===== src/hdl/adpcm_pkg.sv =====
// ADPCM sample memory definitions

package adpcm_pkg;

	// ======================================================================
	// Widths
	// ======================================================================

	// Memory data word and ADPCM sample byte
	localparam int PCM_WORD_W = 16;
	localparam int PCM_BYTE_W = 8;

	// 32 MB sample memory, byte and word addressing
	localparam int PCM_BYTE_ADDR_W = 25;
	localparam int PCM_WORD_ADDR_W = PCM_BYTE_ADDR_W - 1;

	// YM2610 channel address inputs
	localparam int ADPCMA_ADDR_W = 20;
	localparam int ADPCMA_BANK_W = 4;
	localparam int ADPCMB_ADDR_W = 24;

	// Download port
	localparam int IOCTL_INDEX_W = 8;

	// ======================================================================
	// Download indexes
	// ======================================================================

	// Voice ROMs occupy [INDEX_VROMS, INDEX_CROMS)
	localparam logic [IOCTL_INDEX_W-1:0] INDEX_VROMS = 8'd16;
	localparam logic [IOCTL_INDEX_W-1:0] INDEX_CROMS = 8'd64;

	// Each voice ROM index past the first moves the load address by 512 KB
	localparam int VROM_SLOT_SHIFT = 19;

	// ======================================================================
	// Types
	// ======================================================================

	typedef logic [PCM_WORD_W-1:0]      pcm_word_t;
	typedef logic [PCM_BYTE_W-1:0]      pcm_byte_t;
	typedef logic [PCM_BYTE_ADDR_W-1:0] pcm_byte_addr_t;
	typedef logic [PCM_WORD_ADDR_W-1:0] pcm_word_addr_t;

	typedef enum logic {chan_a = 1'b0, chan_b = 1'b1} adpcm_chan_t;

	// One byte read: who asked and where
	typedef struct packed {
		adpcm_chan_t    chan;
		pcm_byte_addr_t addr;
	} adpcm_req_t;

	typedef enum logic {fetch_idle = 1'b0, fetch_wait = 1'b1} fetch_state_t;

endpackage

===== src/hdl/adpcm_fetch_top.sv =====
// ADPCM sample memory top
`timescale 1ns/1ps

module adpcm_fetch_top
(
	input  logic                                   clk_sys,
	input  logic                                   nRESET,
	// Channel A
	input  logic [adpcm_pkg::ADPCMA_ADDR_W-1:0]    adpcma_addr,
	input  logic [adpcm_pkg::ADPCMA_BANK_W-1:0]    adpcma_bank,
	input  logic                                   adpcma_roe_n,
	output adpcm_pkg::pcm_byte_t                   adpcma_data,
	// Channel B
	input  logic [adpcm_pkg::ADPCMB_ADDR_W-1:0]    adpcmb_addr,
	input  logic                                   adpcmb_roe_n,
	output adpcm_pkg::pcm_byte_t                   adpcmb_data,
	input  logic                                   use_pcm,
	// Download
	input  logic                                   ioctl_download,
	input  logic                                   ioctl_wr,
	input  logic [adpcm_pkg::PCM_BYTE_ADDR_W-1:0]  ioctl_addr,
	input  adpcm_pkg::pcm_word_t                   ioctl_dout,
	input  logic [adpcm_pkg::IOCTL_INDEX_W-1:0]    ioctl_index,
	output logic                                   ioctl_wait,
	// Sample memory, toggle link
	output adpcm_pkg::pcm_word_addr_t              rd_addr,
	output logic                                   rd_req,
	input  logic                                   rd_ack,
	input  adpcm_pkg::pcm_word_t                   rd_data,
	output adpcm_pkg::pcm_word_addr_t              wr_addr,
	output adpcm_pkg::pcm_word_t                   wr_data,
	output logic                                   wr_req,
	input  logic                                   wr_ack
);

	logic                   pend_a;
	logic                   pend_b;
	adpcm_pkg::adpcm_req_t  req_a;
	adpcm_pkg::adpcm_req_t  req_b;
	logic                   grant;
	adpcm_pkg::adpcm_chan_t grant_chan;
	logic                   done;
	adpcm_pkg::adpcm_req_t  done_req;

	// ======================================================================
	// Fetch path, decode then execute then result
	// ======================================================================

	adpcm_req_decode adpcm_req_decode_inst (.*);

	adpcm_fetch_exec adpcm_fetch_exec_inst (.*);

	adpcm_byte_result adpcm_byte_result_inst (.*);

	// Download path, writes only
	voice_rom_loader voice_rom_loader_inst (.*);

endmodule


===== src/hdl/voice_rom_loader.sv =====
// Voice ROM download loader
`timescale 1ns/1ps

module voice_rom_loader
(
	input  logic                                   clk_sys,
	input  logic                                   nRESET,
	input  logic                                   ioctl_download,
	input  logic                                   ioctl_wr,
	input  logic [adpcm_pkg::PCM_BYTE_ADDR_W-1:0]  ioctl_addr,
	input  logic [adpcm_pkg::IOCTL_INDEX_W-1:0]    ioctl_index,
	input  adpcm_pkg::pcm_word_t                   ioctl_dout,
	output logic                                   ioctl_wait,
	output adpcm_pkg::pcm_word_addr_t              wr_addr,
	output adpcm_pkg::pcm_word_t                   wr_data,
	output logic                                   wr_req,
	input  logic                                   wr_ack
);

	logic                                pcm_loading;
	logic [adpcm_pkg::IOCTL_INDEX_W-1:0] slot;
	adpcm_pkg::pcm_byte_addr_t           load_addr;

	// ======================================================================
	// Slot address
	// ======================================================================

	// Only voice ROM indexes go to sample memory
	assign pcm_loading = ioctl_download &&
		(ioctl_index >= adpcm_pkg::INDEX_VROMS) &&
		(ioctl_index < adpcm_pkg::INDEX_CROMS);

	// 512 KB per index above the first voice ROM
	assign slot      = ioctl_index - adpcm_pkg::INDEX_VROMS;
	assign load_addr = ioctl_addr +
		(adpcm_pkg::pcm_byte_addr_t'(slot) << adpcm_pkg::VROM_SLOT_SHIFT);

	// ======================================================================
	// Write toggle and wait flag
	// ======================================================================

	always_ff @(posedge clk_sys or negedge nRESET)
	begin
		if (!nRESET)
		begin
			wr_req     <= 1'b0;
			ioctl_wait <= 1'b0;
		end
		else if (!pcm_loading)
			ioctl_wait <= 1'b0;
		else if (ioctl_wr)
		begin
			// Hold the source off until the memory takes the word
			wr_req     <= ~wr_req;
			ioctl_wait <= 1'b1;
		end
		else if (ioctl_wait && wr_ack == wr_req)
			ioctl_wait <= 1'b0;
	end

	// Stable while the write is outstanding
	always_ff @(posedge clk_sys)
	begin
		if (pcm_loading && ioctl_wr)
		begin
			wr_addr <= load_addr[adpcm_pkg::PCM_BYTE_ADDR_W-1:1];
			wr_data <= ioctl_dout;
		end
	end

	// Source honours back-pressure
	no_wr_while_wait: assert property (@(posedge clk_sys) disable iff (!nRESET)
		(pcm_loading && ioctl_wait) |-> !ioctl_wr);

endmodule


===== src/hdl/adpcm_byte_result.sv =====
// ADPCM byte result
`timescale 1ns/1ps

module adpcm_byte_result
(
	input  logic                      clk_sys,
	input  logic                      nRESET,
	input  logic                      done,
	input  adpcm_pkg::adpcm_req_t     done_req,
	input  adpcm_pkg::pcm_word_t      rd_data,
	output adpcm_pkg::pcm_byte_t      adpcma_data,
	output adpcm_pkg::pcm_byte_t      adpcmb_data
);

	adpcm_pkg::pcm_byte_t sel_byte;

	// ======================================================================
	// Byte select
	// ======================================================================

	// Odd byte address takes the upper half of the word
	always_comb
	begin
		if (done_req.addr[0])
			sel_byte = rd_data[15:8];
		else
			sel_byte = rd_data[7:0];
	end

	// ======================================================================
	// Channel data hold
	// ======================================================================

	// Held until that channel's next completed read
	always_ff @(posedge clk_sys or negedge nRESET)
	begin
		if (!nRESET)
		begin
			adpcma_data <= '0;
			adpcmb_data <= '0;
		end
		else if (done)
		begin
			if (done_req.chan == adpcm_pkg::chan_b)
				adpcmb_data <= sel_byte;
			else
				adpcma_data <= sel_byte;
		end
	end

endmodule


===== src/hdl/adpcm_fetch_exec.sv =====
// ADPCM fetch execute
`timescale 1ns/1ps

module adpcm_fetch_exec
(
	input  logic                       clk_sys,
	input  logic                       nRESET,
	input  logic                       pend_a,
	input  logic                       pend_b,
	input  adpcm_pkg::adpcm_req_t      req_a,
	input  adpcm_pkg::adpcm_req_t      req_b,
	output logic                       grant,
	output adpcm_pkg::adpcm_chan_t     grant_chan,
	output logic                       rd_req,
	input  logic                       rd_ack,
	output adpcm_pkg::pcm_word_addr_t  rd_addr,
	output logic                       done,
	output adpcm_pkg::adpcm_req_t      done_req
);

	adpcm_pkg::fetch_state_t state;
	adpcm_pkg::adpcm_req_t   cur_req;
	logic                    rd_settled;

	// ======================================================================
	// Arbitration
	// ======================================================================

	// Channel B first, it can run faster than A
	assign grant      = (state == adpcm_pkg::fetch_idle) && (pend_a || pend_b);
	assign grant_chan = pend_b ? adpcm_pkg::chan_b : adpcm_pkg::chan_a;

	// Toggle link has answered
	assign rd_settled = (rd_ack == rd_req);

	// ======================================================================
	// Read transaction
	// ======================================================================

	always_ff @(posedge clk_sys or negedge nRESET)
	begin
		if (!nRESET)
		begin
			state  <= adpcm_pkg::fetch_idle;
			rd_req <= 1'b0;
			done   <= 1'b0;
		end
		else
		begin
			done <= 1'b0;
			case (state)
				adpcm_pkg::fetch_idle:
				begin
					// Start the read in the grant cycle
					if (grant)
					begin
						rd_req <= ~rd_req;
						state  <= adpcm_pkg::fetch_wait;
					end
				end
				adpcm_pkg::fetch_wait:
				begin
					// Latency varies, wait for ack to catch up
					if (rd_settled)
					begin
						done  <= 1'b1;
						state <= adpcm_pkg::fetch_idle;
					end
				end
				default:
					state <= adpcm_pkg::fetch_idle;
			endcase
		end
	end

	// Granted request, held stable while the read is outstanding
	always_ff @(posedge clk_sys)
	begin
		if (grant)
			cur_req <= (grant_chan == adpcm_pkg::chan_b) ? req_b : req_a;
	end

	// Word address drops the byte select bit
	assign rd_addr  = cur_req.addr[adpcm_pkg::PCM_BYTE_ADDR_W-1:1];
	assign done_req = cur_req;

	// ======================================================================
	// Checks
	// ======================================================================

	// One read at a time, a new toggle only leaves idle
	req_toggle_idle: assert property (@(posedge clk_sys) disable iff (!nRESET)
		$changed(rd_req) |-> $past(state) == adpcm_pkg::fetch_idle);

	state_known: assert property (@(posedge clk_sys) disable iff (!nRESET)
		!$isunknown(state));

endmodule


===== src/hdl/adpcm_req_decode.sv =====
// ADPCM request decode
`timescale 1ns/1ps

module adpcm_req_decode
(
	input  logic                                   clk_sys,
	input  logic                                   nRESET,
	input  logic                                   adpcma_roe_n,
	input  logic                                   adpcmb_roe_n,
	input  logic                                   use_pcm,
	input  logic [adpcm_pkg::ADPCMA_ADDR_W-1:0]    adpcma_addr,
	input  logic [adpcm_pkg::ADPCMA_BANK_W-1:0]    adpcma_bank,
	input  logic [adpcm_pkg::ADPCMB_ADDR_W-1:0]    adpcmb_addr,
	input  logic                                   grant,
	input  adpcm_pkg::adpcm_chan_t                 grant_chan,
	output logic                                   pend_a,
	output logic                                   pend_b,
	output adpcm_pkg::adpcm_req_t                  req_a,
	output adpcm_pkg::adpcm_req_t                  req_b
);

	// Read-enable history, bits 1:0 resample, bit 2 is the previous level
	logic [2:0] roe_a_sr;
	logic [2:0] roe_b_sr;
	logic       fall_a;
	logic       fall_b;

	// ======================================================================
	// Strobe capture
	// ======================================================================

	always_ff @(posedge clk_sys or negedge nRESET)
	begin
		if (!nRESET)
		begin
			// Read-enables idle high
			roe_a_sr <= 3'b111;
			roe_b_sr <= 3'b111;
		end
		else
		begin
			roe_a_sr <= {roe_a_sr[1:0], adpcma_roe_n};
			roe_b_sr <= {roe_b_sr[1:0], adpcmb_roe_n};
		end
	end

	// High then low, one stage apart
	assign fall_a = roe_a_sr[2] & ~roe_a_sr[1];
	assign fall_b = roe_b_sr[2] & ~roe_b_sr[1];

	// Pending flags, a new edge wins over the grant that clears them
	always_ff @(posedge clk_sys or negedge nRESET)
	begin
		if (!nRESET)
		begin
			pend_a <= 1'b0;
			pend_b <= 1'b0;
		end
		else
		begin
			if (fall_a)
				pend_a <= 1'b1;
			else if (grant && grant_chan == adpcm_pkg::chan_a)
				pend_a <= 1'b0;

			if (fall_b)
				pend_b <= 1'b1;
			else if (grant && grant_chan == adpcm_pkg::chan_b)
				pend_b <= 1'b0;
		end
	end

	// ======================================================================
	// Address forming
	// ======================================================================

	always_comb
	begin
		// Channel A lives in the lower 16 MB, banked by 1 MB
		req_a.chan = adpcm_pkg::chan_a;
		req_a.addr = {1'b0, adpcma_bank, adpcma_addr};
		// Channel B picks the upper or lower half with use_pcm
		req_b.chan = adpcm_pkg::chan_b;
		req_b.addr = {~use_pcm, adpcmb_addr};
	end

	// Execute only grants what is pending here
	grant_pending: assert property (@(posedge clk_sys) disable iff (!nRESET)
		grant |-> ((grant_chan == adpcm_pkg::chan_b) ? pend_b : pend_a));

endmodule


===== config.mk =====
export PLATFORM = sky130hd
export DESIGN_NAME = adpcm_fetch_top
export DESIGN_NICKNAME = d
export VERILOG_FILES = /design/src/hdl/adpcm_pkg.sv /design/src/hdl/adpcm_fetch_top.sv /design/src/hdl/voice_rom_loader.sv /design/src/hdl/adpcm_byte_result.sv /design/src/hdl/adpcm_fetch_exec.sv /design/src/hdl/adpcm_req_decode.sv
export SDC_FILE = /design/constraint.sdc
export NUM_CORES = 1
export LEC_CHECK = 0
export ABC_AREA = 1
export CORE_ASPECT_RATIO = 0.5
export CORE_MARGIN = 5
export CORE_UTILIZATION = 35
export CTS_BUF_LIST = sky130_fd_sc_hd__clkbuf_8 sky130_fd_sc_hd__clkbuf_16
export CTS_CLUSTER_SIZE = 10
export DETAILED_ROUTE_END_ITERATION = 16
export DONT_BUFFER_PORTS = 1
export PLACE_DENSITY_LB_ADDON = 0.15
export SLEW_MARGIN = 20
export SYNTH_ARGS = -nofsm -noshare
export SYNTH_HDL_FRONTEND = slang
export SYNTH_SLANG_ARGS = --single-unit

===== constraint.sdc =====
create_clock -name clk_sys -period 2 [get_ports clk_sys]
set_clock_uncertainty 0.15 [all_clocks]
set_input_delay 0.4 -clock clk_sys [delete_from_list [all_inputs] [get_ports clk_sys]]
set_output_delay 0.4 -clock clk_sys [all_outputs]
set_load 0.01 [all_outputs]

==> flow_metrics.tcl <==
set metrics [dict create \
    area_growth_pct 18.4 \
    syn-num-nets 452 \
    fp.dieH_um 84.6 \
    drive_above_1_share_pct 11.7 \
    grt_setup_unrepaired "no" \
    clockBufferDepth 2 \
    grt_max_degree 34 \
    tightest_slew_ps 552 \
    cts_resized 0 \
    synth_flop_cell "edfxtp_1" \
    slowest_stage "dfrtp_1" \
    place.gp.congestion 0.740 \
    ys_seq_area_share_pct 69.6 \
    ioPinCount 205 \
    cp-end-kind "flop" \
    synth.cell_area_mm2 0.00390 \
    fmax_mhz 644 \
    numClockSinks 95 \
    rr_startpoint "adpcm_fetch_exec_inst.state$_DFF_PN0_" \
    reg2reg_slack_ps 450 \
    peakVddDrop_mv 0.541 \
    die_x_um 159 \
    place_area_mm2 0.00391 \
    hold_depth 2 \
    finalHoldViolations 0 \
    grt_pass1_wl_um 13400 \
    wirelength_um 8610 \
    io_buffers 0 \
    worstPathRequired_ps 1860 \
    slew_headroom_pct 63.2 \
    cpMostUsedCell "inv_1" \
    numCtsBuffers 9 \
    power_frac_seq_pct 53.8 \
    syn_inst 322 \
    cap_violations 0 \
    holdPathEnd "voice_rom_loader_inst.wr_req$_DFFE_PN0P_" \
    status "finished, final reports clean" \
    tns_ps 0 \
    switching_share_pct 30.7 \
    clkPwrFrac_pct 29.9 \
    final_area_mm2 0.00462 \
    p_comb_share_pct 16.3 \
    r2r_end "adpcm_fetch_exec_inst.done_req[23]$_DFFE_PP_" \
    period_needed_ps 1550 \
    hold_path_class "input pin to flop" \
    cp_cell_sequence "inv_1 > o21ai_2 > inv_1 > buf_4" \
    final_min_period_over_clock_period_pct 77.7 \
    synth_cell_types 25 \
    post_drt_wl_per_cell_um 17.4 \
    clk_latency_ps 330 \
    slew_viol_final 0 \
    startpoint_type "flop" \
    power_density_mw_per_mm2 1290 \
    synth_edf_count 66 \
    grt_usage_pct 12.6 \
    cpPeakStageDelay_ps 390 \
    via_count 2280 \
    num_rows 27 \
    post-cts-setup-buffers 0 \
    fillers 1053 \
    cts_tree "done" \
    p_leak_nw 1.93 \
    root_buffer "clkbuf_16" \
    vias_per_cell 4.62 \
    first_iter_violations 96 \
    die-area_mm2 0.0135 \
    worstRegToRegCells 4 \
    hp-start "ioctl_wr" \
    antenna_found_initial 0 \
    cts_max_level 3 \
    core_area_mm2 0.0109 \
    p_int_w 0.00413 \
    dp_hpwl_um 6320 \
    yosys_warnings 0 \
    drc 0 \
    antennaDiodeCount 0 \
    synth_seq_cells 95 \
    grt-ovfl-total 0 \
    final_antenna_net_count 0 \
    start_util_pct 35.6 \
    synth_area_per_cell_um2 12.1 \
    clk_pin_slew_worst_paths_ps 70 \
    setup-violations-final 0 \
    dr.pass1.iters 4 \
    grt_pass1_vias 2515 \
    nets 474 \
    fin_util_pct 42.2 \
    path_class "flop to flop" \
    path_max_fanout 23 \
    async_flop_share_pct 30.5 \
    arrival_ps 1420 \
    p_sw_w 0.00183 \
]
[timing repair]
item                                    CTS  global route
endpoints found under the hold margin    65             0
endpoints found under the setup margin    0             0
hold buffers                             38             0
[cell type report]
| class | instances | area [um2] | share of cell area [%] |
|---|---|---|---|
| Clock inverter | 6 | 67.6 | 1.46 |
| Inverter | 24 | 93.8 | 2.03 |
| Sequential cell | 95 | 2720 | 58.8 |
| Multi-Input combinational cell | 173 | 882 | 19.1 |
| Clock buffer | 10 | 250 | 5.42 |
| Timing Repair Buffer | 41 | 425 | 9.22 |
| Tap cell | 145 | 181 | 3.93 |
[cells in the mapped netlist (3+ instances only)]
master      n  area (um2)
xor2_1      4        35.0
buf_4      24         180
mux2_2      8        90.1
dfstp_2     6         158
inv_1      23        86.3
edfxtp_1   66        1980
nand2_1   117         439
dfrtp_1    23         576
buf_2       5        25.0
nand4_1     3        18.8
a21oi_1     3        15.0
o21ai_0    10        50.1
o21ai_2     3        26.3
ha_1        7        87.6
nor2_1      4        15.0
nand3_1     7        35.0
[through the flow]
step                      worst slack (ps)  instances  total power (W)  hold WS [ps]
final                                  447        494          0.00595          78.1
after global routing                   315        494          0.00631          74.7
after global placement                 184        440          0.00413         -44.2
after CTS                              419        494          0.00606          61.1
after floorplan                       53.0        322          0.00410         -45.6
after detailed placement               149        440          0.00419         -44.4
[logic make-up (layout without fill, tap and decap cells)]
| group | Yosys count | count (layout) | synth area share [%] |
|---|---|---|---|
| buffers and inverters | 54 | 81 | 7.86 |
| muxes | 8 | 8 | 2.31 |
| xor gates and xnor gates | 5 | 5 | 1.12 |
| and+or+nand+nor | 135 | 135 | 13.8 |
| adders and majority gates | 8 | 8 | 2.76 |
| DFF | 95 | 95 | 69.6 |
| AOI/OAI and AO/OA | 17 | 17 | 2.50 |
[power groups by stage]
stage               clock network (W)  registers (W)  logic (W)
CTS                           0.00184        0.00322    0.00100
finish                        0.00178        0.00320   0.000970
global placement                    0        0.00325   0.000878
floorplan                           0        0.00299    0.00111
detailed placement                  0        0.00326   0.000927
global route                  0.00193        0.00325    0.00113
[cell usage in the layout, fill, tap and decap left out, types with 2 or more instances in the layout]
cell and n:
clkinvlp_4 2, dfstp_2 6, nand2_1 117, mux2_2 8
o21ai_0 10, dlygate4sd3_1 37, clkinv_4 2, o21ai_2 3
nand4_1 3, clkbuf_16 10, inv_1 23, nor2_1 4
edfxtp_1 66, buf_4 2, xor2_1 4, nand3_1 6
ha_1 7, buf_12 2, dfrtp_1 23, a21oi_1 3
[how the worst max path moves through the flow]
stage                                              from  slack, ps                                      endpoint  cells after the start
2_1_floorplan                            ioctl_index[5]         50    voice_rom_loader_inst.wr_addr[0]$_DFFE_PP_                      6
3_3_place_gp                             ioctl_index[5]        180    voice_rom_loader_inst.wr_addr[7]$_DFFE_PP_                      7
3_5_place_dp                             ioctl_index[5]        150   voice_rom_loader_inst.wr_addr[15]$_DFFE_PP_                      7
4_1_cts           adpcm_fetch_exec_inst.state$_DFF_PN0_        420  adpcm_fetch_exec_inst.done_req[23]$_DFFE_PP_                      4
5_1_grt        adpcm_req_decode_inst.pend_b$_DFFE_PN0P_        320   adpcm_fetch_exec_inst.done_req[4]$_DFFE_PP_                      4
6_report          adpcm_fetch_exec_inst.state$_DFF_PN0_        450  adpcm_fetch_exec_inst.done_req[23]$_DFFE_PP_                      4
[state kept, by name, summed over array words and instances (netlist names)]
| name | flops |
|---|---|
| adpcm_fetch_exec_inst.done_req | 26 |
| adpcm_req_decode_inst.pend_b | 1 |
| adpcm_byte_result_inst.adpcma_data | 8 |
| voice_rom_loader_inst.wr_data | 16 |
| voice_rom_loader_inst.ioctl_wait | 1 |
| adpcm_req_decode_inst.pend_a | 1 |
| adpcm_byte_result_inst.adpcmb_data | 8 |
| adpcm_fetch_exec_inst.done | 1 |
| adpcm_req_decode_inst.roe_a_sr | 3 |
| voice_rom_loader_inst.wr_addr | 24 |
| voice_rom_loader_inst.wr_req | 1 |
| adpcm_fetch_exec_inst.state | 1 |
| adpcm_fetch_exec_inst.rd_req | 1 |
| adpcm_req_decode_inst.roe_b_sr | 3 |
[worst max-delay path, delay by kind of cell, from the launching register on]
| family | cells | cell delay [ps] |
|---|---|---|
| flip-flops | 1 | 390 |
| AO/OA/AOI/OAI | 1 | 90 |
| buffers and inverters | 3 | 590 |
[per-layer routing]
layer | wire, um | share of wire, % | track usage, % | vias to the layer above
met1 | 3190 | 37 | 13.1 | 1079
met5 | 0 | 0 | 0 | -
met4 | 97 | 1.1 | 3.72 | 0
li1 | - | - | - | 1080
met3 | 893 | 10 | 7.21 | 9
met2 | 4430 | 51 | 22.2 | 112
Note: power is estimated with default switching activity, not from simulation.
